===== config.mk =====
export PLATFORM = sky130hd
export DESIGN_NAME = mcu_link_top
export DESIGN_NICKNAME = d
export VERILOG_FILES = /design/src/source/mcu_link_pkg.sv /design/src/source/mcu_link_top.sv /design/src/source/reply_sender.sv /design/src/source/word_store.sv /design/src/source/command_executor.sv /design/src/source/frame_receiver.sv
export SDC_FILE = /design/constraint.sdc
export NUM_CORES = 1
export LEC_CHECK = 0
export BUFFER_PORTS_ARGS = -buffer_cell sky130_fd_sc_hd__buf_2
export CAP_MARGIN = 25
export CORE_MARGIN = 5
export CORE_UTILIZATION = 30
export CTS_CLUSTER_DIAMETER = 60
export DETAILED_ROUTE_END_ITERATION = 10
export PLACE_DENSITY = 0.5
export SLEW_MARGIN = 30
export SYNTH_ARGS = -nofsm -noshare
export SYNTH_HDL_FRONTEND = slang
export SYNTH_SLANG_ARGS = --single-unit

===== constraint.sdc =====
create_clock -name sys_clk -period 3.1 [get_ports sys_clk]
set_input_delay 0.465 -clock sys_clk [delete_from_list [all_inputs] [get_ports sys_clk]]
set_output_delay 0.465 -clock sys_clk [all_outputs]
set_load 0.05 [all_outputs]

===== src/source/mcu_link_pkg.sv =====
`default_nettype none

package mcu_link_pkg;

  typedef logic [7:0]  byte_t;  // one byte of a frame or reply
  typedef logic [15:0] word_t;  // one stored word

  // command byte values seen on the link
  typedef enum byte_t {
    OP_SET_DATA_LO = 8'h10,  // write word, low byte
    OP_SET_DATA_HI = 8'h11,  // write word, high byte
    OP_SET_ADDR_LO = 8'h12,
    OP_SET_ADDR_HI = 8'h13,
    OP_ECHO        = 8'h30,  // link test
    OP_WRITE_WORD  = 8'hA0,
    OP_READ_WORD   = 8'hA1
  } cmd_op_e;

  // executor sequencing
  typedef enum logic [1:0] {
    IDLE,    // waiting for a frame
    STORE,   // store handshake open
    REPLY,   // reply handshake open
    FINISH   // drop busy
  } exec_state_e;

  // payload bits after the start bit, command then data
  localparam int FRAME_BITS = 16;

  // first reply byte of an echo
  localparam byte_t ECHO_TAG = 8'h12;

endpackage

`default_nettype wire

===== src/source/mcu_link_top.sv =====
`timescale 1ns/100ps
`default_nettype none

module mcu_link_top #(
  parameter int STORE_ADDR_W = 6  // store holds 2**STORE_ADDR_W words
) (
  input  logic sys_clk,
  input  logic sys_rst_n,
  input  logic ser_clk,
  input  logic ser_din,
  output logic ser_dout,
  output logic busy
);

  import mcu_link_pkg::*;

  // receiver to executor
  logic  frame_req;
  logic  frame_ack;
  byte_t frame_cmd;
  byte_t frame_dat;

  // executor to store
  logic                    store_req;
  logic                    store_write;
  logic                    store_ack;
  logic [STORE_ADDR_W-1:0] store_addr;
  word_t                   store_wdata;
  word_t                   store_rdata;

  // executor to sender
  logic  reply_req;
  logic  reply_ack;
  byte_t reply_lo;
  byte_t reply_hi;

  frame_receiver u_frame_receiver (
    .sys_clk   (sys_clk),
    .sys_rst_n (sys_rst_n),
    .ser_clk   (ser_clk),
    .ser_din   (ser_din),
    .frame_req (frame_req),
    .frame_cmd (frame_cmd),
    .frame_dat (frame_dat),
    .frame_ack (frame_ack)
  );

  command_executor #(
    .STORE_ADDR_W (STORE_ADDR_W)
  ) u_command_executor (
    .sys_clk     (sys_clk),
    .sys_rst_n   (sys_rst_n),
    .frame_req   (frame_req),
    .frame_cmd   (frame_cmd),
    .frame_dat   (frame_dat),
    .frame_ack   (frame_ack),
    .store_req   (store_req),
    .store_write (store_write),
    .store_addr  (store_addr),
    .store_wdata (store_wdata),
    .store_rdata (store_rdata),
    .store_ack   (store_ack),
    .reply_req   (reply_req),
    .reply_lo    (reply_lo),
    .reply_hi    (reply_hi),
    .reply_ack   (reply_ack),
    .busy        (busy)
  );

  word_store #(
    .STORE_ADDR_W (STORE_ADDR_W)
  ) u_word_store (
    .sys_clk     (sys_clk),
    .sys_rst_n   (sys_rst_n),
    .store_req   (store_req),
    .store_write (store_write),
    .store_addr  (store_addr),
    .store_wdata (store_wdata),
    .store_rdata (store_rdata),
    .store_ack   (store_ack)
  );

  // shares ser_clk with the receiver
  reply_sender u_reply_sender (
    .sys_clk   (sys_clk),
    .sys_rst_n (sys_rst_n),
    .ser_clk   (ser_clk),
    .reply_req (reply_req),
    .reply_lo  (reply_lo),
    .reply_hi  (reply_hi),
    .reply_ack (reply_ack),
    .ser_dout  (ser_dout)
  );

endmodule

`default_nettype wire


===== src/source/reply_sender.sv =====
`timescale 1ns/100ps
`default_nettype none

module reply_sender (
  input  logic                sys_clk,
  input  logic                sys_rst_n,
  input  logic                ser_clk,   // host bit clock
  input  logic                reply_req,
  input  mcu_link_pkg::byte_t reply_lo,
  input  mcu_link_pkg::byte_t reply_hi,
  output logic                reply_ack,
  output logic                ser_dout   // device to host
);

  import mcu_link_pkg::*;

  localparam int LAST_STEP = FRAME_BITS + 1;  // stop bit
  localparam int STEP_W    = $clog2(LAST_STEP + 1);

  logic [2:0]        clk_sync;
  logic              clk_rise;
  logic              sending;
  logic              load;      // take a new reply word
  logic [STEP_W-1:0] step;      // 0 start, 1..16 data, last is stop
  word_t             shift_q;

  assign clk_rise = clk_sync[1] & ~clk_sync[2];
  assign load     = !sending && reply_req && !reply_ack;

  always_ff @(posedge sys_clk or negedge sys_rst_n) begin
    if (!sys_rst_n) begin
      clk_sync  <= '0;
      sending   <= 1'b0;
      step      <= '0;
      reply_ack <= 1'b0;
      ser_dout  <= 1'b0;
    end else begin
      clk_sync <= {clk_sync[1:0], ser_clk};

      if (reply_ack && !reply_req) begin
        reply_ack <= 1'b0;
      end

      if (load) begin
        sending <= 1'b1;
        step    <= '0;
      end else if (sending && clk_rise) begin
        step <= step + 1'b1;
        if (step == '0) begin
          ser_dout <= 1'b1;  // start bit
        end else if (step == STEP_W'(LAST_STEP)) begin
          ser_dout  <= 1'b0;  // stop bit, line back to idle level
          reply_ack <= 1'b1;
          sending   <= 1'b0;
        end else begin
          ser_dout <= shift_q[0];
        end
      end
    end
  end

  // lo byte shifts out before hi byte
  always_ff @(posedge sys_clk) begin
    if (load) begin
      shift_q <= {reply_hi, reply_lo};
    end else if (sending && clk_rise && step != '0) begin
      shift_q <= shift_q >> 1;
    end
  end

endmodule

`default_nettype wire


===== src/source/word_store.sv =====
`timescale 1ns/100ps
`default_nettype none

module word_store #(
  parameter int STORE_ADDR_W = 6
) (
  input  logic                    sys_clk,
  input  logic                    sys_rst_n,
  input  logic                    store_req,
  input  logic                    store_write,
  input  logic [STORE_ADDR_W-1:0] store_addr,
  input  mcu_link_pkg::word_t     store_wdata,
  output mcu_link_pkg::word_t     store_rdata,  // valid while store_ack
  output logic                    store_ack
);

  import mcu_link_pkg::*;

  localparam int DEPTH = 2 ** STORE_ADDR_W;

  word_t mem [DEPTH];
  logic  op_en;  // first cycle of a request

  // one access per handshake
  assign op_en = store_req && !store_ack;

  // ack follows req by one cycle, both edges
  always_ff @(posedge sys_clk or negedge sys_rst_n) begin
    if (!sys_rst_n) begin
      store_ack <= 1'b0;
    end else begin
      store_ack <= store_req;
    end
  end

  always_ff @(posedge sys_clk) begin
    if (op_en) begin
      if (store_write) begin
        mem[store_addr] <= store_wdata;
      end
      store_rdata <= mem[store_addr];  // old word on a write
    end
  end

endmodule

`default_nettype wire


===== src/source/command_executor.sv =====
`timescale 1ns/100ps
`default_nettype none

module command_executor #(
  parameter int STORE_ADDR_W = 6
) (
  input  logic                    sys_clk,
  input  logic                    sys_rst_n,
  input  logic                    frame_req,
  input  mcu_link_pkg::byte_t     frame_cmd,
  input  mcu_link_pkg::byte_t     frame_dat,
  output logic                    frame_ack,
  output logic                    store_req,
  output logic                    store_write,  // 1 write, 0 read
  output logic [STORE_ADDR_W-1:0] store_addr,
  output mcu_link_pkg::word_t     store_wdata,
  input  mcu_link_pkg::word_t     store_rdata,
  input  logic                    store_ack,
  output logic                    reply_req,
  output mcu_link_pkg::byte_t     reply_lo,     // sent first
  output mcu_link_pkg::byte_t     reply_hi,
  input  logic                    reply_ack,
  output logic                    busy
);

  import mcu_link_pkg::*;

  exec_state_e state;
  cmd_op_e     op;        // decoded command byte
  word_t       data_q;    // write word
  word_t       addr_q;    // word address, upper bits may alias
  logic        accept;    // take frame this cycle
  logic        rd_done;   // read data on store_rdata

  assign op = cmd_op_e'(frame_cmd);

  // previous reply must be fully closed before a new frame
  assign accept  = (state == IDLE) && frame_req && !frame_ack && !reply_ack;
  assign rd_done = (state == STORE) && store_req && store_ack && !store_write;

  // registers stay put for the whole store handshake
  assign store_addr  = addr_q[STORE_ADDR_W-1:0];
  assign store_wdata = data_q;

  always_ff @(posedge sys_clk or negedge sys_rst_n) begin
    if (!sys_rst_n) begin
      state       <= IDLE;
      frame_ack   <= 1'b0;
      store_req   <= 1'b0;
      store_write <= 1'b0;
      reply_req   <= 1'b0;
      busy        <= 1'b0;
      data_q      <= '0;
      addr_q      <= '0;
    end else begin
      // frame handshake closes on its own so the next frame can shift in
      if (frame_ack && !frame_req) begin
        frame_ack <= 1'b0;
      end

      case (state)
        IDLE: begin
          if (accept) begin
            frame_ack <= 1'b1;
            busy      <= 1'b1;
            state     <= FINISH;  // register ops and unknown codes
            case (op)
              OP_SET_DATA_LO: data_q[7:0]  <= frame_dat;
              OP_SET_DATA_HI: data_q[15:8] <= frame_dat;
              OP_SET_ADDR_LO: addr_q[7:0]  <= frame_dat;
              OP_SET_ADDR_HI: addr_q[15:8] <= frame_dat;
              OP_ECHO: begin
                reply_req <= 1'b1;  // bytes latched below
                state     <= REPLY;
              end
              OP_WRITE_WORD: begin
                store_req   <= 1'b1;
                store_write <= 1'b1;
                state       <= STORE;
              end
              OP_READ_WORD: begin
                store_req   <= 1'b1;
                store_write <= 1'b0;
                state       <= STORE;
              end
              default: ;  // no effect, no reply
            endcase
          end
        end

        STORE: begin
          if (store_req && store_ack) begin
            store_req <= 1'b0;
          end else if (!store_req && !store_ack) begin
            // store handshake closed
            if (store_write) begin
              state <= FINISH;
            end else begin
              reply_req <= 1'b1;
              state     <= REPLY;
            end
          end
        end

        REPLY: begin
          if (reply_ack) begin
            reply_req <= 1'b0;  // stop bit is out
            state     <= FINISH;
          end
        end

        FINISH: begin
          busy  <= 1'b0;
          state <= IDLE;
        end

        default: state <= IDLE;
      endcase
    end
  end

  // reply bytes, low byte goes out first
  always_ff @(posedge sys_clk) begin
    if (accept && op == OP_ECHO) begin
      reply_lo <= ECHO_TAG;
      reply_hi <= frame_dat;
    end else if (rd_done) begin
      reply_lo <= store_rdata[7:0];
      reply_hi <= store_rdata[15:8];
    end
  end

endmodule

`default_nettype wire


===== src/source/frame_receiver.sv =====
`timescale 1ns/100ps
`default_nettype none

module frame_receiver (
  input  logic                sys_clk,
  input  logic                sys_rst_n,
  input  logic                ser_clk,    // host bit clock
  input  logic                ser_din,    // host to device
  output logic                frame_req,
  output mcu_link_pkg::byte_t frame_cmd,
  output mcu_link_pkg::byte_t frame_dat,
  input  logic                frame_ack
);

  import mcu_link_pkg::*;

  localparam int CNT_W = $clog2(FRAME_BITS + 1);

  logic [2:0]            clk_sync;   // two sync stages plus edge history
  logic [1:0]            din_sync;
  logic                  clk_rise;   // synchronized rising edge of ser_clk
  logic                  din_bit;    // sampled line value
  logic                  listen;     // no frame held
  logic [CNT_W-1:0]      bit_cnt;    // 0 waits for start bit
  logic [FRAME_BITS-1:0] shift_q;    // cmd in low byte, data in high byte

  assign clk_rise = clk_sync[1] & ~clk_sync[2];
  assign din_bit  = din_sync[1];
  assign listen   = !frame_req && !frame_ack;

  // first bit in ends up at bit 0
  assign frame_cmd = shift_q[7:0];
  assign frame_dat = shift_q[15:8];

  always_ff @(posedge sys_clk or negedge sys_rst_n) begin
    if (!sys_rst_n) begin
      clk_sync  <= '0;
      din_sync  <= '0;
      bit_cnt   <= '0;
      frame_req <= 1'b0;
    end else begin
      clk_sync <= {clk_sync[1:0], ser_clk};
      din_sync <= {din_sync[0], ser_din};

      if (frame_req && frame_ack) begin
        frame_req <= 1'b0;  // executor has the frame
      end

      if (clk_rise && listen) begin
        if (bit_cnt == '0) begin
          if (din_bit) begin
            bit_cnt <= CNT_W'(1);  // start bit
          end
        end else if (bit_cnt == CNT_W'(FRAME_BITS)) begin
          bit_cnt   <= '0;
          frame_req <= 1'b1;  // last data bit, offer frame
        end else begin
          bit_cnt <= bit_cnt + 1'b1;
        end
      end
    end
  end

  // payload shift, lsb first
  always_ff @(posedge sys_clk) begin
    if (clk_rise && listen && bit_cnt != '0) begin
      shift_q <= {din_bit, shift_q[FRAME_BITS-1:1]};
    end
  end

endmodule

`default_nettype wire


Word level (Yosys, flattened, before mapping)
Memory sizes are Yosys's and may differ from the RTL's. A register that Yosys moved wholly into a read port is not among the register bits. Cells that the tools add are included.

Memories: 1. Register bits: 100. RAM bits: 1024. Word-level logic and storage cells: 156. Output and inout port bits: 2. Input bits: 4.

Bitwise logic cells: 5. Equality and inequality tests: 21. Multiplexer cells: 51. Add/sub/neg operators: 2. Reductions and logical operators: 53.

Memories: u_word_store.mem (words 64, bits a word 16, read ports 1, clocked after Yosys merged registers in 1, write ports 1, RTL line word_store.sv:21) `word_t mem [DEPTH];`.

Operators with widths (count): 1-bit two-way mux (32); 16-bit two-way mux (2); 5-bit two-way mux (5); 8-bit by 5-bit == test with 1-bit output (second input constant) (3); 1-bit logical AND (20); 8-bit == test (second input constant) (2); 8-bit two-way mux (2); 3-bit AND reduction (5); 2-bit nonzero test (7); 2-bit inequality test (second input constant) (6); 5-bit by 1-bit adder with 5-bit output (second input constant) (2); 5-bit == test (second input constant) (2); 5-bit zero test (2); 5-bit nonzero test (2); 8-bit by 6-bit == test with 1-bit output (second input constant) (1); 1-bit zero test (8); 2-bit two-way mux (4); 2-bit by 1-bit inequality test with 1-bit output (second input constant) (4); 2-bit case mux with 4 select lines (1); 4-bit AND reduction (2); 7-bit AND reduction (1); 1-bit case mux with 2 select lines (3); 2-bit AND reduction (3); 2-bit == test (second input constant) (2); other kinds (8) (11).

Logic depth before layout (Yosys ltp)
Depth after elaboration: 7. Mapped depth: 10. Mapped depth without buffers: 8.

Modules after synthesis
Synthesis repeated with hierarchy kept, for this count alone.

Cell total of the unflattened synthesis: 2533. Area, all modules: 43965.9 um^2.

Modules (own cells, without submodules): word_store (times used 1, area each 39755.6 um^2, sequential area each 31255.0 um^2, cells an instance 2211); command_executor (times used 1, area each 2050.7 um^2, sequential area each 1126.1 um^2, cells an instance 157); reply_sender (times used 1, area each 1189.9 um^2, sequential area each 755.7 um^2, cells an instance 110); frame_receiver (times used 1, area each 969.7 um^2, sequential area each 755.7 um^2, cells an instance 55).

Worst setup path after synthesis
Ideal clock, no wire load.

Path kind: reg-to-reg. Start point: register u_command_executor.addr_q[2]. End point: memory u_word_store.mem[11][0] (netlist name), enable pin. Stages on the path, launching flop included: 10. Path buffers: 6. Required time: 2712 ps. Setup time: 388 ps. Slack: 250 ps. Arrival time: 2461 ps. Period minus slack after synthesis: 2850 ps. Cells stage by stage: dfrtp_1 > buf_6 > buf_6 > buf_4 > buf_2 > buf_2 > buf_2 > nor2_1 > nand2_1 > nor2_1.

RTL lines: start, declared (RTL line command_executor.sv:31) `word_t addr_q;`; start signal, assigned (RTL line command_executor.sv:70) `OP_SET_ADDR_LO: addr_q[7:0] <= frame_dat;`; end, declared (RTL line word_store.sv:21).

Straight into the memory's write port.

==> flow_summary.yaml <==
pwr:
  leakage_nw: 16.75
  power.total_w: 0.03305
  irDropWorstVdd_v: 0.0004305
  p_per_area_nw_per_um2: 633.7
clock_tree:
  clockBufferDepth: 3
  tritoncts: "yes"
  numCtsBuffers: 121
  htreeDepth: 3
  cts.sinks: 1137
  clk_pin_slew_ps: 60
  root_buffer: "clkbuf_16"
  clock_latency_ps: 730
worst_setup_path:
  path_class: "reg2reg"
  worstPathMaxFanout: 18
  cp_data_required_time_ps: 3570
  crit_arrival_ps: 3500
  start_kind: "flip-flop"
  crit_path_end_kind: "flip-flop"
sta:
  drv_slew: 0
  rsz0062_at_grt: "true"
  min_period_over_period_pct: 97.59
  fmax_ghz: 0.3306
  tns_ps: 0
  setup_viol_count_final: 0
  min_period_ps: 3025
  slew_headroom_pct: 35.33
  finalClockSkew_ps: 29.89
  worst_pin_slew_ps: 970.0
  hold_viol: 0
min_path:
  hold_class: "in2async"
route:
  final_antenna_net_count: 0
  drtIter0Drc: 2405
  drt-vias-per-instance: 5.111
  met3_length_mm: 7.850
  vias: 23770
  top_layer: "met5"
  avgRoutedWirePerCell_um: 26.48
  drc: 0
  route.met2.wl_mm: 58.41
  wl_mm: 123.2
  m1WireLength_mm: 53.26
  drt_first_pass_iters: 6
outcome:
  status: "complete, no violations"
logic_synthesis:
  synthSimpleGateAreaFrac_pct: 3.430
  synth_area_per_cell_sq_um: 18.25
  synthesis.area_sq_um: 44060
  synth_top_family_by_area: "multiplexers"
  ys_types: 58
  synth.net_count: 2427
  ys_seq_elements: 1137
  async_reset_ff_share_pct: 4.310
  yosys.area_share.xor_xnor_pct: 0.07951
  synth_compound_area_share_pct: 6.509
  netlist_instances: 2414
  ys.flop_type: "edfxtp_1"
  synthAdderAreaFrac_pct: 0.2556
  synth_edf_count: 1080
  yosysWarnings: 0
  yosysSeqAreaShare_pct: 76.75
  synth.area.mux_share_pct: 11.23
finish:
  multi_input_area_sq_um: 9533
  final_net_count: 2639
  final_common_cell: "edfxtp_1"
  seq_area_sq_um: 33860
  drive_gt1_share_pct: 24.49
  syn2layout_area_growth_pct: 18.35
  fillCellCount: 13580
  final_cell_mix: "edfxtp_1, buf_4, nand2_1"
placed_design:
  gp_congestion: 0.8788
  hpwlAfterDp_mm: 79.03
  io_buffers: 5
floorplanning:
  dieWidth_um: 393.2
  fp.dieH_um: 393.2
  initial_core_util_pct: 30.23
  rows: 140
  die_area_sq_um: 154600
  io_pins: 6
  core_area_sq_um: 145700
global_route:
  grtUsageTotal_pct: 15.81
  antenna_found_initial: 2
  grt_overflow_total: 0
  grt_max_degree: 66
  grt_pass1_vias: 24240
  grt_pass1_wl_mm: 176.9
run:
  drv_cap: 0
## timing repair
action	CTS	global route
hold buffers	3	0
pin swaps	4	4
setup buffers	0	4
gates resized for setup	6	9
cloned	1	0
endpoints found under the hold margin	41	0
endpoints found under the setup margin	6	7
## final timing paths
check	startpoint	to	slack, ps	cells after the start
worst max-delay path	u_command_executor.addr_q[1]	u_word_store.store_rdata[10]	70	8
min in group sys_clk	u_frame_receiver.din_sync[0]	u_frame_receiver.din_sync[1]	350	0
max in group asynchronous	sys_rst_n	u_reply_sender.reply_ack	2230	3
worst min-delay path	sys_rst_n	u_reply_sender.step[1]	280	2
worst max register to register	u_command_executor.addr_q[1]	u_word_store.store_rdata[10]	70	8
worst min register to register	u_frame_receiver.din_sync[0]	u_frame_receiver.din_sync[1]	350	0
## flip-flops by register name, summed over array words and instances, names as in the netlist
| register | flops |
|---|---|
| u_reply_sender.sending | 1 |
| u_frame_receiver.din_sync | 2 |
| u_command_executor.reply_hi | 8 |
| u_frame_receiver.shift_q | 16 |
| u_command_executor.frame_ack | 1 |
| u_frame_receiver.bit_cnt | 5 |
| u_command_executor.reply_req | 1 |
| u_command_executor.store_write | 1 |
| u_reply_sender.step | 5 |
| u_command_executor.state | 2 |
| u_reply_sender.shift_q | 16 |
| u_frame_receiver.frame_req | 1 |
| u_word_store.mem | 1024 |
| u_command_executor.store_req | 1 |
| u_command_executor.reply_lo | 8 |
| u_reply_sender.clk_sync | 2 |
| u_word_store.store_ack | 1 |
| u_command_executor.busy | 1 |
| u_command_executor.addr_q | 6 |
| u_frame_receiver.clk_sync | 1 |
| u_word_store.store_rdata | 16 |
| u_reply_sender.ser_dout | 1 |
| u_reply_sender.reply_ack | 1 |
| u_command_executor.store_wdata | 16 |
## power by group
group / internal [W] / switching (W)
sequential: 0.0169 / 0.000265
clock: 0.00916 / 0.00599
combinational: 0.000290 / 0.000434
total: 0.0264 / 0.00669
## cell usage after synthesis, types with 8 or more instances
library cell	instances	share of area [%]
edfxtp_1	1080	74
nand2_1	152	1.3
mux2i_1	141	3.2
mux2_2	120	3.1
mux4_2	97	5.0
nor2_1	94	0.80
a221oi_1	77	1.5
a21oi_1	75	0.85
a22oi_1	60	1.0
buf_2	56	0.64
clkbuf_1	55	0.47
o22ai_1	55	0.78
dfrtp_1	49	2.8
o21ai_0	42	0.48
a22o_1	27	0.54
nand3_1	22	0.25
a211oi_1	15	0.26
buf_4	14	0.24
inv_1	12	0.10
nand4_1	12	0.17
nor2b_1	12	0.17
nor3_1	11	0.12
buf_1	10	0.085
ha_1	9	0.26
o211ai_1	9	0.15
a32oi_1	8	0.16
buf_6	8	0.20
dfxtp_1	8	0.36
or4_1	8	0.14
## cell type report
| cell class | instances | share of cell area (%) |
|---|---|---|
| repair buffers | 232 | 4.000 |
| well taps | 1917 | 4.600 |
| flip-flops and latches | 1137 | 64.93 |
| inverters | 13 | 0.09358 |
| multi-input cells | 1121 | 18.28 |
| clock inverters | 78 | 1.869 |
| diodes | 1 | 0.004799 |
| clock buffers | 151 | 6.219 |
## routing by layer
layer	global-route usage, %	vias up
met2	25.60	863
met1	21.84	12460
met4	4.975	2
met5	0	-
met3	2.715	202
li1	-	10240
## worst max-delay path: stages (launching register included)
cell	delay (ps)
dfrtp_4	580
bufbuf_16	350
and2_1	170
buf_6	170
a222oi_1	270
nand2_1	90
o211ai_1	180
nand4_1	350
or4_1	590
## per-stage QoR
step | hold slack [ps] | utilization, % | cell area (sq um) | instances | setup slack, ps
finish | 282.0 | 35.78 | 52150 | 4650 | 74.81
global route | 303.0 | 35.78 | 52140 | 4649 | -18.15
CTS | 230.9 | 35.73 | 52070 | 4645 | -0.2078
detailed placement | 339.6 | 32.78 | 47770 | 4412 | -217.1
global placement | 337.8 | 32.76 | 47750 | 4412 | -184.8
floorplan | 169.4 | - | 44060 | 2414 | 250.3
## cell families (layout without fill, tap and decap cells)
logic type | after synthesis | after routing
compound gates | 408 | 408
xor+xnor | 4 | 4
fa+ha+maj | 9 | 9
buf+inv | 156 | 474
flops | 1137 | 1137
mux | 358 | 358
other cells | 0 | 1
simple gates | 342 | 342
Power figures use the tool's default switching activity.
